**src/hdl/core_pkg.sv**
```systemverilog
// ----------------------------------------------------------
// shared widths, encodings and stage payloads of the core
// referenced by scoped names from every RTL file
// ----------------------------------------------------------
`default_nettype none

package core_pkg;

    localparam int DATA_W     = 32;
    localparam int REG_ADDR_W = 5;
    localparam int PC_W       = 8;
    localparam int EXC_W      = 3;

    localparam logic [5:0] OP_RTYPE = 6'h00;
    localparam logic [5:0] OP_ADDI  = 6'h08;

    localparam logic [5:0] FN_ADD = 6'h20;
    localparam logic [5:0] FN_SUB = 6'h22;
    localparam logic [5:0] FN_AND = 6'h24;
    localparam logic [5:0] FN_OR  = 6'h25;
    localparam logic [5:0] FN_SLT = 6'h2a;
    localparam logic [5:0] FN_SLL = 6'h00;
    localparam logic [5:0] FN_SRL = 6'h02;

    localparam logic [EXC_W-1:0] EXC_NONE       = 3'd0;
    localparam logic [EXC_W-1:0] EXC_UNDEFINED  = 3'd1; // raised in decode
    localparam logic [EXC_W-1:0] EXC_OVERFLOW   = 3'd2; // raised in execute
    localparam logic [EXC_W-1:0] EXC_ZERO_WRITE = 3'd7; // raised in result

    typedef enum logic [2:0] {
        ALU_ADD,
        ALU_SUB,
        ALU_AND,
        ALU_OR,
        ALU_SLT,
        ALU_SLL,
        ALU_SRL
    } alu_op_t;

    typedef struct packed {
        logic                  valid;
        logic [PC_W-1:0]       pc;
        alu_op_t               alu_op;
        logic                  use_imm;    // addi takes the immediate as b
        logic                  writes_reg;
        logic [REG_ADDR_W-1:0] dest;
        logic [DATA_W-1:0]     operand_a;  // already forwarded
        logic [DATA_W-1:0]     operand_b;
        logic [DATA_W-1:0]     immediate;  // sign extended
        logic [4:0]            shamt;
        logic [EXC_W-1:0]      exc;
    } decode_payload_t;

    typedef struct packed {
        logic                  valid;
        logic [PC_W-1:0]       pc;
        logic                  writes_reg;
        logic [REG_ADDR_W-1:0] dest;
        logic [DATA_W-1:0]     result;
        logic [EXC_W-1:0]      exc;
    } execute_payload_t;

    typedef struct packed {
        logic                  valid;
        logic [REG_ADDR_W-1:0] dest;
        logic [DATA_W-1:0]     data;
    } commit_t;

    typedef struct packed {
        logic             active;
        logic [EXC_W-1:0] code;
        logic [PC_W-1:0]  epc;
    } trap_t;

endpackage

`default_nettype wire

```
**src/hdl/register_file.sv**
```systemverilog
// ----------------------------------------------------------
// 32 x 32 register file, two async reads, one clocked write
// ----------------------------------------------------------
`timescale 1ns/1ps
`default_nettype none

module register_file (
    input  wire logic                               SYS_clk,
    input  wire logic                               SYS_reset,
    input  wire logic [core_pkg::REG_ADDR_W-1:0]    read_addr_a,
    input  wire logic [core_pkg::REG_ADDR_W-1:0]    read_addr_b,
    output logic      [core_pkg::DATA_W-1:0]        read_data_a,
    output logic      [core_pkg::DATA_W-1:0]        read_data_b,
    input  wire core_pkg::commit_t                  write
);

    logic [core_pkg::DATA_W-1:0] regs [2**core_pkg::REG_ADDR_W];

    always_ff @(posedge SYS_clk)
    begin
        if (write.valid && write.dest != '0)
        begin
            regs[write.dest] <= write.data;
        end
    end

    assign read_data_a = (read_addr_a == '0) ? '0 : regs[read_addr_a]; // r0 is hardwired
    assign read_data_b = (read_addr_b == '0) ? '0 : regs[read_addr_b];

    // result stage turns any r0 write into a fault, so none reaches here
    a_no_r0_commit: assert property (@(posedge SYS_clk) disable iff (SYS_reset)
        write.valid |-> write.dest != '0)
        else $error("commit targets register 0");

endmodule

`default_nettype wire

```
**src/hdl/alu.sv**
```systemverilog
// ----------------------------------------------------------
// integer ALU: add, sub, and, or, slt and the two shifts,
// with signed overflow reported for add and sub
// ----------------------------------------------------------
`timescale 1ns/1ps
`default_nettype none

module alu (
    input  wire core_pkg::alu_op_t               op,
    input  wire logic [core_pkg::DATA_W-1:0]     a,
    input  wire logic [core_pkg::DATA_W-1:0]     b,
    input  wire logic [4:0]                      shamt,
    output logic      [core_pkg::DATA_W-1:0]     result,
    output logic                                 overflow
);

    logic [core_pkg::DATA_W-1:0] sum;
    logic [core_pkg::DATA_W-1:0] diff;

    assign sum  = a + b;
    assign diff = a - b;

    always_comb
    begin
        result   = '0;
        overflow = 1'b0;
        case (op)
            core_pkg::ALU_ADD:
            begin
                result   = sum;
                overflow = (a[31] == b[31]) && (sum[31] != a[31]); // same signs, flipped
            end
            core_pkg::ALU_SUB:
            begin
                result   = diff;
                overflow = (a[31] != b[31]) && (diff[31] != a[31]);
            end
            core_pkg::ALU_AND: result = a & b;
            core_pkg::ALU_OR:  result = a | b;
            core_pkg::ALU_SLT: result = {31'd0, $signed(a) < $signed(b)};
            core_pkg::ALU_SLL: result = b << shamt; // shifts act on rt
            core_pkg::ALU_SRL: result = b >> shamt;
            default:           result = '0;
        endcase
    end

endmodule

`default_nettype wire

```
**src/hdl/decode_stage.sv**
```systemverilog
// ----------------------------------------------------------
// accepts one instruction per strobe, decodes it, reads the
// register file and forwards newer results to execute
// ----------------------------------------------------------
`timescale 1ns/1ps
`default_nettype none

module decode_stage (
    input  wire logic                               SYS_clk,
    input  wire logic                               SYS_reset,
    input  wire logic                               load,
    input  wire logic [core_pkg::PC_W-1:0]          pc_value,
    input  wire logic                               instr_valid,
    input  wire logic [core_pkg::DATA_W-1:0]        instr,
    input  wire logic                               flush,
    input  wire logic                               trap_active,
    output logic      [core_pkg::REG_ADDR_W-1:0]    read_addr_a,
    output logic      [core_pkg::REG_ADDR_W-1:0]    read_addr_b,
    input  wire logic [core_pkg::DATA_W-1:0]        read_data_a,
    input  wire logic [core_pkg::DATA_W-1:0]        read_data_b,
    input  wire core_pkg::execute_payload_t         ex_forward,
    input  wire core_pkg::commit_t                  commit,
    output core_pkg::decode_payload_t               payload
);

    logic [core_pkg::DATA_W-1:0] instr_q;
    logic [core_pkg::PC_W-1:0]   pc_q;    // pc of the held instruction
    logic [core_pkg::PC_W-1:0]   pc_next; // pc given to the next accept
    logic                        valid_q;
    logic                        accept;

    // execute result beats commit, commit beats the register file
    function automatic logic [core_pkg::DATA_W-1:0] forward_operand(
        input logic [core_pkg::REG_ADDR_W-1:0] addr,
        input logic [core_pkg::DATA_W-1:0]     rf_data
    );
        logic [core_pkg::DATA_W-1:0] value;
        value = rf_data;
        if (ex_forward.valid && ex_forward.writes_reg && ex_forward.dest == addr && addr != '0)
            value = ex_forward.result;
        else if (commit.valid && commit.dest == addr)
            value = commit.data;
        return value;
    endfunction

    assign accept = instr_valid && !trap_active && !load && !flush;

    always_ff @(posedge SYS_clk or posedge SYS_reset)
    begin
        if (SYS_reset)
        begin
            valid_q <= 1'b0;
            instr_q <= '0;
            pc_q    <= '0;
            pc_next <= '0;
        end
        else
        begin
            valid_q <= accept;
            if (load)
            begin
                pc_next <= pc_value;
            end
            else if (accept)
            begin
                instr_q <= instr;
                pc_q    <= pc_next;
                pc_next <= pc_next + 1'b1;
            end
        end
    end

    assign read_addr_a = instr_q[25:21]; // rs
    assign read_addr_b = instr_q[20:16]; // rt

    always_comb
    begin
        payload           = '0;
        payload.valid     = valid_q;
        payload.pc        = pc_q;
        payload.alu_op    = core_pkg::ALU_ADD;
        payload.immediate = {{16{instr_q[15]}}, instr_q[15:0]};
        payload.shamt     = instr_q[10:6];
        payload.operand_a = forward_operand(instr_q[25:21], read_data_a);
        payload.operand_b = forward_operand(instr_q[20:16], read_data_b);
        if (instr_q != '0) // zero word is a bubble
        begin
            case (instr_q[31:26])
                core_pkg::OP_RTYPE:
                begin
                    payload.writes_reg = 1'b1;
                    payload.dest       = instr_q[15:11];
                    case (instr_q[5:0])
                        core_pkg::FN_ADD: payload.alu_op = core_pkg::ALU_ADD;
                        core_pkg::FN_SUB: payload.alu_op = core_pkg::ALU_SUB;
                        core_pkg::FN_AND: payload.alu_op = core_pkg::ALU_AND;
                        core_pkg::FN_OR:  payload.alu_op = core_pkg::ALU_OR;
                        core_pkg::FN_SLT: payload.alu_op = core_pkg::ALU_SLT;
                        core_pkg::FN_SLL: payload.alu_op = core_pkg::ALU_SLL;
                        core_pkg::FN_SRL: payload.alu_op = core_pkg::ALU_SRL;
                        default:          payload.exc    = core_pkg::EXC_UNDEFINED;
                    endcase
                end
                core_pkg::OP_ADDI:
                begin
                    payload.use_imm    = 1'b1;
                    payload.writes_reg = 1'b1;
                    payload.dest       = instr_q[20:16]; // rt for I-type
                end
                default:
                begin
                    payload.exc = core_pkg::EXC_UNDEFINED;
                end
            endcase
            if (payload.exc != core_pkg::EXC_NONE)
                payload.writes_reg = 1'b0;
        end
    end

    // a held trap finds no producer left to forward from
    a_drained_in_trap: assert property (@(posedge SYS_clk) disable iff (SYS_reset)
        trap_active |-> !ex_forward.valid && !commit.valid)
        else $error("instruction still in flight while trap active");

endmodule

`default_nettype wire

```
**src/hdl/execute_stage.sv**
```systemverilog
// ----------------------------------------------------------
// execute stage: registers the decoded op, runs the ALU and
// merges overflow into the fault code carried down the pipe
// ----------------------------------------------------------
`timescale 1ns/1ps
`default_nettype none

module execute_stage (
    input  wire logic                        SYS_clk,
    input  wire logic                        SYS_reset,
    input  wire logic                        flush,
    input  wire core_pkg::decode_payload_t   in_payload,
    output core_pkg::execute_payload_t       out_payload,
    output core_pkg::execute_payload_t       forward
);

    core_pkg::decode_payload_t   q;
    logic [core_pkg::DATA_W-1:0] alu_b;
    logic [core_pkg::DATA_W-1:0] alu_result;
    logic                        overflow;

    always_ff @(posedge SYS_clk or posedge SYS_reset)
    begin
        if (SYS_reset)
        begin
            q <= '0;
        end
        else
        begin
            q       <= in_payload;
            q.valid <= in_payload.valid && !flush;
        end
    end

    assign alu_b = q.use_imm ? q.immediate : q.operand_b;

    alu u_alu (
        .op       (q.alu_op),
        .a        (q.operand_a),
        .b        (alu_b),
        .shamt    (q.shamt),
        .result   (alu_result),
        .overflow (overflow)
    );

    always_comb
    begin
        forward.valid  = q.valid;
        forward.pc     = q.pc;
        forward.dest   = q.dest;
        forward.result = alu_result;
        if (q.exc != core_pkg::EXC_NONE)
            forward.exc = q.exc; // decode fault stays first
        else if (overflow)
            forward.exc = core_pkg::EXC_OVERFLOW;
        else
            forward.exc = core_pkg::EXC_NONE;
        forward.writes_reg = q.writes_reg && (forward.exc == core_pkg::EXC_NONE);
    end

    // item here is younger than the faulting one in result
    always_comb
    begin
        out_payload       = forward;
        out_payload.valid = forward.valid && !flush;
    end

endmodule

`default_nettype wire

```
**src/hdl/result_stage.sv**
```systemverilog
// ----------------------------------------------------------
// result stage: final fault check and register write commit
// ----------------------------------------------------------
`timescale 1ns/1ps
`default_nettype none

module result_stage (
    input  wire logic                        SYS_clk,
    input  wire logic                        SYS_reset,
    input  wire core_pkg::execute_payload_t  in_payload,
    output core_pkg::commit_t                commit,
    output logic [core_pkg::EXC_W-1:0]       fault_code,
    output logic [core_pkg::PC_W-1:0]        fault_pc
);

    core_pkg::execute_payload_t   q;
    logic [core_pkg::EXC_W-1:0]   exc;

    always_ff @(posedge SYS_clk or posedge SYS_reset)
    begin
        if (SYS_reset)
            q <= '0;
        else
            q <= in_payload;
    end

    always_comb
    begin
        if (q.exc != core_pkg::EXC_NONE)
            exc = q.exc;
        else if (q.writes_reg && q.dest == '0)
            exc = core_pkg::EXC_ZERO_WRITE; // write to r0
        else
            exc = core_pkg::EXC_NONE;
    end

    always_comb
    begin
        commit.valid = q.valid && q.writes_reg && (exc == core_pkg::EXC_NONE);
        commit.dest  = q.dest;
        commit.data  = q.result;
    end

    assign fault_code = q.valid ? exc : core_pkg::EXC_NONE;
    assign fault_pc   = q.pc;

endmodule

`default_nettype wire

```
**src/hdl/exception_unit.sv**
```systemverilog
// ----------------------------------------------------------
// holds the first fault's code and pc until a load clears it
// ----------------------------------------------------------
`timescale 1ns/1ps
`default_nettype none

module exception_unit (
    input  wire logic                           SYS_clk,
    input  wire logic                           SYS_reset,
    input  wire logic                           load,
    input  wire logic [core_pkg::EXC_W-1:0]     fault_code,
    input  wire logic [core_pkg::PC_W-1:0]      fault_pc,
    output logic                                flush,
    output core_pkg::trap_t                     trap
);

    assign flush = (fault_code != core_pkg::EXC_NONE) && !trap.active; // first fault only

    always_ff @(posedge SYS_clk or posedge SYS_reset)
    begin
        if (SYS_reset)
        begin
            trap <= '0;
        end
        else if (load)
        begin
            trap <= '0;
        end
        else if (flush)
        begin
            trap.active <= 1'b1;
            trap.code   <= fault_code;
            trap.epc    <= fault_pc;
        end
    end

    // flush leaves no younger fault behind the held one
    a_quiet_while_held: assert property (@(posedge SYS_clk) disable iff (SYS_reset)
        trap.active |-> fault_code == core_pkg::EXC_NONE)
        else $error("fault reached result while a trap is held");

endmodule

`default_nettype wire

```
**src/hdl/core_top.sv**
```systemverilog
// ----------------------------------------------------------
// three stage integer core top; instructions come in on a
// strobed port and register writes leave on commit
// ----------------------------------------------------------
`timescale 1ns/1ps
`default_nettype none

module core_top (
    input  wire logic                           SYS_clk,
    input  wire logic                           SYS_reset,
    input  wire logic                           load,
    input  wire logic [core_pkg::PC_W-1:0]      pc_value,
    input  wire logic                           instr_valid,
    input  wire logic [core_pkg::DATA_W-1:0]    instr,
    output core_pkg::commit_t                   commit,
    output core_pkg::trap_t                     trap
);

    core_pkg::decode_payload_t      dec_payload;
    core_pkg::execute_payload_t     ex_payload;
    core_pkg::execute_payload_t     ex_forward;
    logic [core_pkg::REG_ADDR_W-1:0] read_addr_a;
    logic [core_pkg::REG_ADDR_W-1:0] read_addr_b;
    logic [core_pkg::DATA_W-1:0]    read_data_a;
    logic [core_pkg::DATA_W-1:0]    read_data_b;
    logic [core_pkg::EXC_W-1:0]     fault_code;
    logic [core_pkg::PC_W-1:0]      fault_pc;
    logic                           flush;

    decode_stage u_decode (
        .SYS_clk     (SYS_clk),
        .SYS_reset   (SYS_reset),
        .load        (load),
        .pc_value    (pc_value),
        .instr_valid (instr_valid),
        .instr       (instr),
        .flush       (flush),
        .trap_active (trap.active),
        .read_addr_a (read_addr_a),
        .read_addr_b (read_addr_b),
        .read_data_a (read_data_a),
        .read_data_b (read_data_b),
        .ex_forward  (ex_forward),
        .commit      (commit),
        .payload     (dec_payload)
    );

    execute_stage u_execute (
        .SYS_clk     (SYS_clk),
        .SYS_reset   (SYS_reset),
        .flush       (flush),
        .in_payload  (dec_payload),
        .out_payload (ex_payload),
        .forward     (ex_forward)
    );

    result_stage u_result (
        .SYS_clk    (SYS_clk),
        .SYS_reset  (SYS_reset),
        .in_payload (ex_payload),
        .commit     (commit),
        .fault_code (fault_code),
        .fault_pc   (fault_pc)
    );

    exception_unit u_exception (
        .SYS_clk    (SYS_clk),
        .SYS_reset  (SYS_reset),
        .load       (load),
        .fault_code (fault_code),
        .fault_pc   (fault_pc),
        .flush      (flush),
        .trap       (trap)
    );

    register_file u_regs (
        .SYS_clk     (SYS_clk),
        .SYS_reset   (SYS_reset),
        .read_addr_a (read_addr_a),
        .read_addr_b (read_addr_b),
        .read_data_a (read_data_a),
        .read_data_b (read_data_b),
        .write       (commit)
    );

endmodule

`default_nettype wire

```
**config.mk**
```make
export PLATFORM = sky130hd
export DESIGN_NAME = core_top
export DESIGN_NICKNAME = d
export VERILOG_FILES = /design/src/hdl/core_pkg.sv /design/src/hdl/register_file.sv /design/src/hdl/alu.sv /design/src/hdl/decode_stage.sv /design/src/hdl/execute_stage.sv /design/src/hdl/result_stage.sv /design/src/hdl/exception_unit.sv /design/src/hdl/core_top.sv
export SDC_FILE = /design/constraint.sdc
export NUM_CORES = 2
export LEC_CHECK = 0
export BUFFER_PORTS_ARGS = -buffer_cell sky130_fd_sc_hd__buf_2
export CORE_MARGIN = 5
export CORE_UTILIZATION = 46
export CTS_BUF_LIST = sky130_fd_sc_hd__clkbuf_2
export CTS_CLUSTER_SIZE = 28
export DETAILED_ROUTE_END_ITERATION = 6
export PLACE_DENSITY = 0.7
export SLEW_MARGIN = 25
export SYNTH_ARGS = -nofsm -noshare
export SYNTH_HDL_FRONTEND = slang
export SYNTH_SLANG_ARGS = --single-unit
```
**constraint.sdc**
```tcl
create_clock -name SYS_clk -period 17.5 [get_ports SYS_clk]
set_clock_uncertainty 0.2 [all_clocks]
set_input_delay 3.5 -clock SYS_clk [delete_from_list [all_inputs] [get_ports SYS_clk]]
set_output_delay 3.5 -clock SYS_clk [all_outputs]
set_load 0.01 [all_outputs]
```
==> metrics.cfg <==
[clock_network]
htree_num_levels=5
post_cts.repair.setup_buffers=0
clkSlewWorstSetupHoldPaths_ns=0.11
holdBufCountCts=0
numCtsBuffers=322
root_buffer=clkbuf_2
cts.sink_count=1234
cts_tree=done
ctsResizeCount=0
insertion_delay_ns=1.66
clk_path_buf_depth=4

[synth]
ys_dominant_reg_cell=edfxtp_1
synthSimpleGateAreaFrac_pct=4.33
synth.area.top_cells=edfxtp_1 (48%), mux4_2 (24%), dfrtp_1 (8.2%)
synth_xor_area_share_pct=0.767
synth_compound_gate_area_share_pct=5.63
synth_top_family_by_area=multiplexers
synth_edf_count=1024
async_flop_share_pct=17.0
synth-seq-cells=1234
syn_inst=3952
syn-cell-area_sq_mm=0.0639
synth_top_area_share_pct=48.1
synthMuxAreaShare_pct=27.9
syn_avg_cell_area_sq_um=16.2
yosysUniqueCellTypes=94
synthAdderAreaFrac_pct=1.98
yosys_warnings=0
yosysTopAreaCell=edfxtp_1
seq_area_frac_synth_pct=56.3

[worst_hold_path]
hp-class=reg -> reg
whs_path_depth=0

[die]
rows=136
initial_core_util_pct=46.4
io_pins=94
die_h_um=383
core_sq_mm=0.138
die_w_um=383
fp.dieArea_sq_mm=0.147

[timing]
hold_violations=0
setup_ws_ns=10.52
rsz0062_at_grt=no
worst_pin_slew_ns=1.15
setup_viol=0
slew_headroom_pct=23.3
fin_crit_ns=6.98
fmax_mhz=143
totalNegativeSetupSlack_ns=0
slew_violations=0
min_period_over_period_pct=39.9

[detailed_routing]
drc=0
drt_iter0_drc=5623
vias=40691
viasPerCell=6.56
ant_nets=0
dr.pass1.iters=6
wl_mm=197
wl_per_cell_um=31.8

[critical_path]
crit_path_max_fanout=11
r2r_cells=15
ff2ff_setup_slack_ns=11.18
crit_arrival_ns=3.28
worstSetupPathType=reg -> out
crit_required_ns=13.80
startpoint_type=flip-flop
cp-end-kind=primary output

[finish]
final.fill_count=11461
area_growth_syn_to_layout_pct=8.36
drive_gt1_share_pct=35.0
fin_nets=4318
stdcell_count=6201

[power_and_ir_drop]
powerDensity_mw_per_mm2=155
ir_worst_vdd_mv=0.0727
power_w=0.0107
leakagePower_nw=24.0

[global_routing]
first_global_vias=40550
grt_first_pass_wirelength_mm=283
track_usage_pct=26.6
gr-total-overflow=0
grt_max_degree=114
antenna_found_initial=11

[place]
dp_hpwl_mm=117
gp_congestion=1.01
dp.cells=5644
pre_cts_ws_ns=11.32
io_buffers=93

[status]
run_status=completed

[flow_run]
drv_cap=0

==> logic make-up after synthesis <==
family                   count (synthesis)
AO/OA/AOI/OAI                          566
XOR/XNOR                                56
adder cells (fa/ha/maj)                100
buffers and inverters                  460
flip-flops                            1234
multiplexers                           922
other                                    1
AND/OR/NAND/NOR                        613
==> worst paths after layout <==
kind / from / to
setup / recovery: u_result.commit[35] / commit[37]
hold / removal: u_execute.forward[46] / u_result.fault_pc[5]
setup reg to reg: u_execute.q[110] / u_execute.q[40]
hold reg to reg: u_execute.forward[46] / u_result.fault_pc[5]
max in group asynchronous: SYS_reset / u_result.commit[28]
min in group asynchronous: SYS_reset / u_execute.q[71]
==> area by class of cell <==
type	instances	area, sq um	share of cell area (%)
sequential	1234	36100	52.1
clock inverter	105	546	0.787
tap	1794	2240	3.24
timing repair buffer	205	1360	1.96
multi-input combinational	2289	26400	38.1
clock buffer	442	2210	3.19
antenna	10	25.0	0.0361
inverter	122	465	0.672
==> sequential cells by signal, indices dropped and copies added (netlist names), 4 cells and up <==
name and flops:
u_decode.instr_q 32, u_decode.pc_next 8, u_decode.pc_q 8, u_exception.trap 12
u_execute.forward 14, u_execute.q 86, u_regs.regs 1024, u_result.commit 37
u_result.fault_pc 8, u_result.q 4
==> critical path, stage by stage, from the launching register on <==
cell and delay (ns):
dfrtp_1 0.56, or3_1 0.58, nor2_1 0.28, nor2b_1 0.15
buf_2 0.17
==> power by group <==
group	switching (W)	internal [W]	total [W]
Combinational	0.00273	0.00189	0.00461
Sequential	0.000432	0.00375	0.00419
Clock	0.00117	0.000754	0.00192
==> synthesized netlist by cell type, types with 7 or more instances <==
cell type,instances
a22oi_1,9
nand2b_1,23
nor2_1,207
nand3_1,28
or2_2,7
nor3_1,40
a221oi_1,8
a211oi_1,31
nor4_1,9
o221ai_1,9
nor2b_1,25
o21ai_0,176
nand2_1,204
o21bai_1,8
a31oi_1,11
mux2_4,27
o22ai_1,11
and2_1,11
buf_2,14
a21o_1,16
ha_1,98
edfxtp_1,1024
a21oi_1,150
o21a_1,11
xnor2_1,38
o211ai_1,21
o32ai_1,8
nand3b_1,10
buf_4,38
clkbuf_1,203
nand4_1,15
buf_1,78
mux2i_1,144
mux4_2,669
dfrtp_1,210
or3_1,12
o31ai_1,11
inv_1,120
xor2_1,18
mux2_2,78
==> per-stage QoR <==
stage               util (%)  area (sq um)  hold slack (ns)
floorplan                  -         64000            0.131
global placement        48.2         66500            0.133
detailed placement      48.2         66500            0.135
CTS                     50.2         69200            0.108
global route            50.3         69300            0.101
finish                  50.3         69300            0.116
==> routing by layer <==
layer,part of all wire [%],wire length (um),global-route usage [%]
met1,38,74700,36.1
met2,47,92000,41.4
met3,11,21200,6.43
met4,4.7,9300,11.6
met5,0.0066,13,0
==> layout by cell type (no fill, tap or decap), types with 119 or more instances in the layout <==
cell / count
a21oi_1: 150
clkbuf_2: 442
dfrtp_1: 185
edfxtp_1: 1024
inv_1: 119
mux2i_1: 144
mux4_2: 669
nand2_1: 204
nor2_1: 175
o21ai_0: 175
Note: power is estimated with default switching activity, not from simulation.
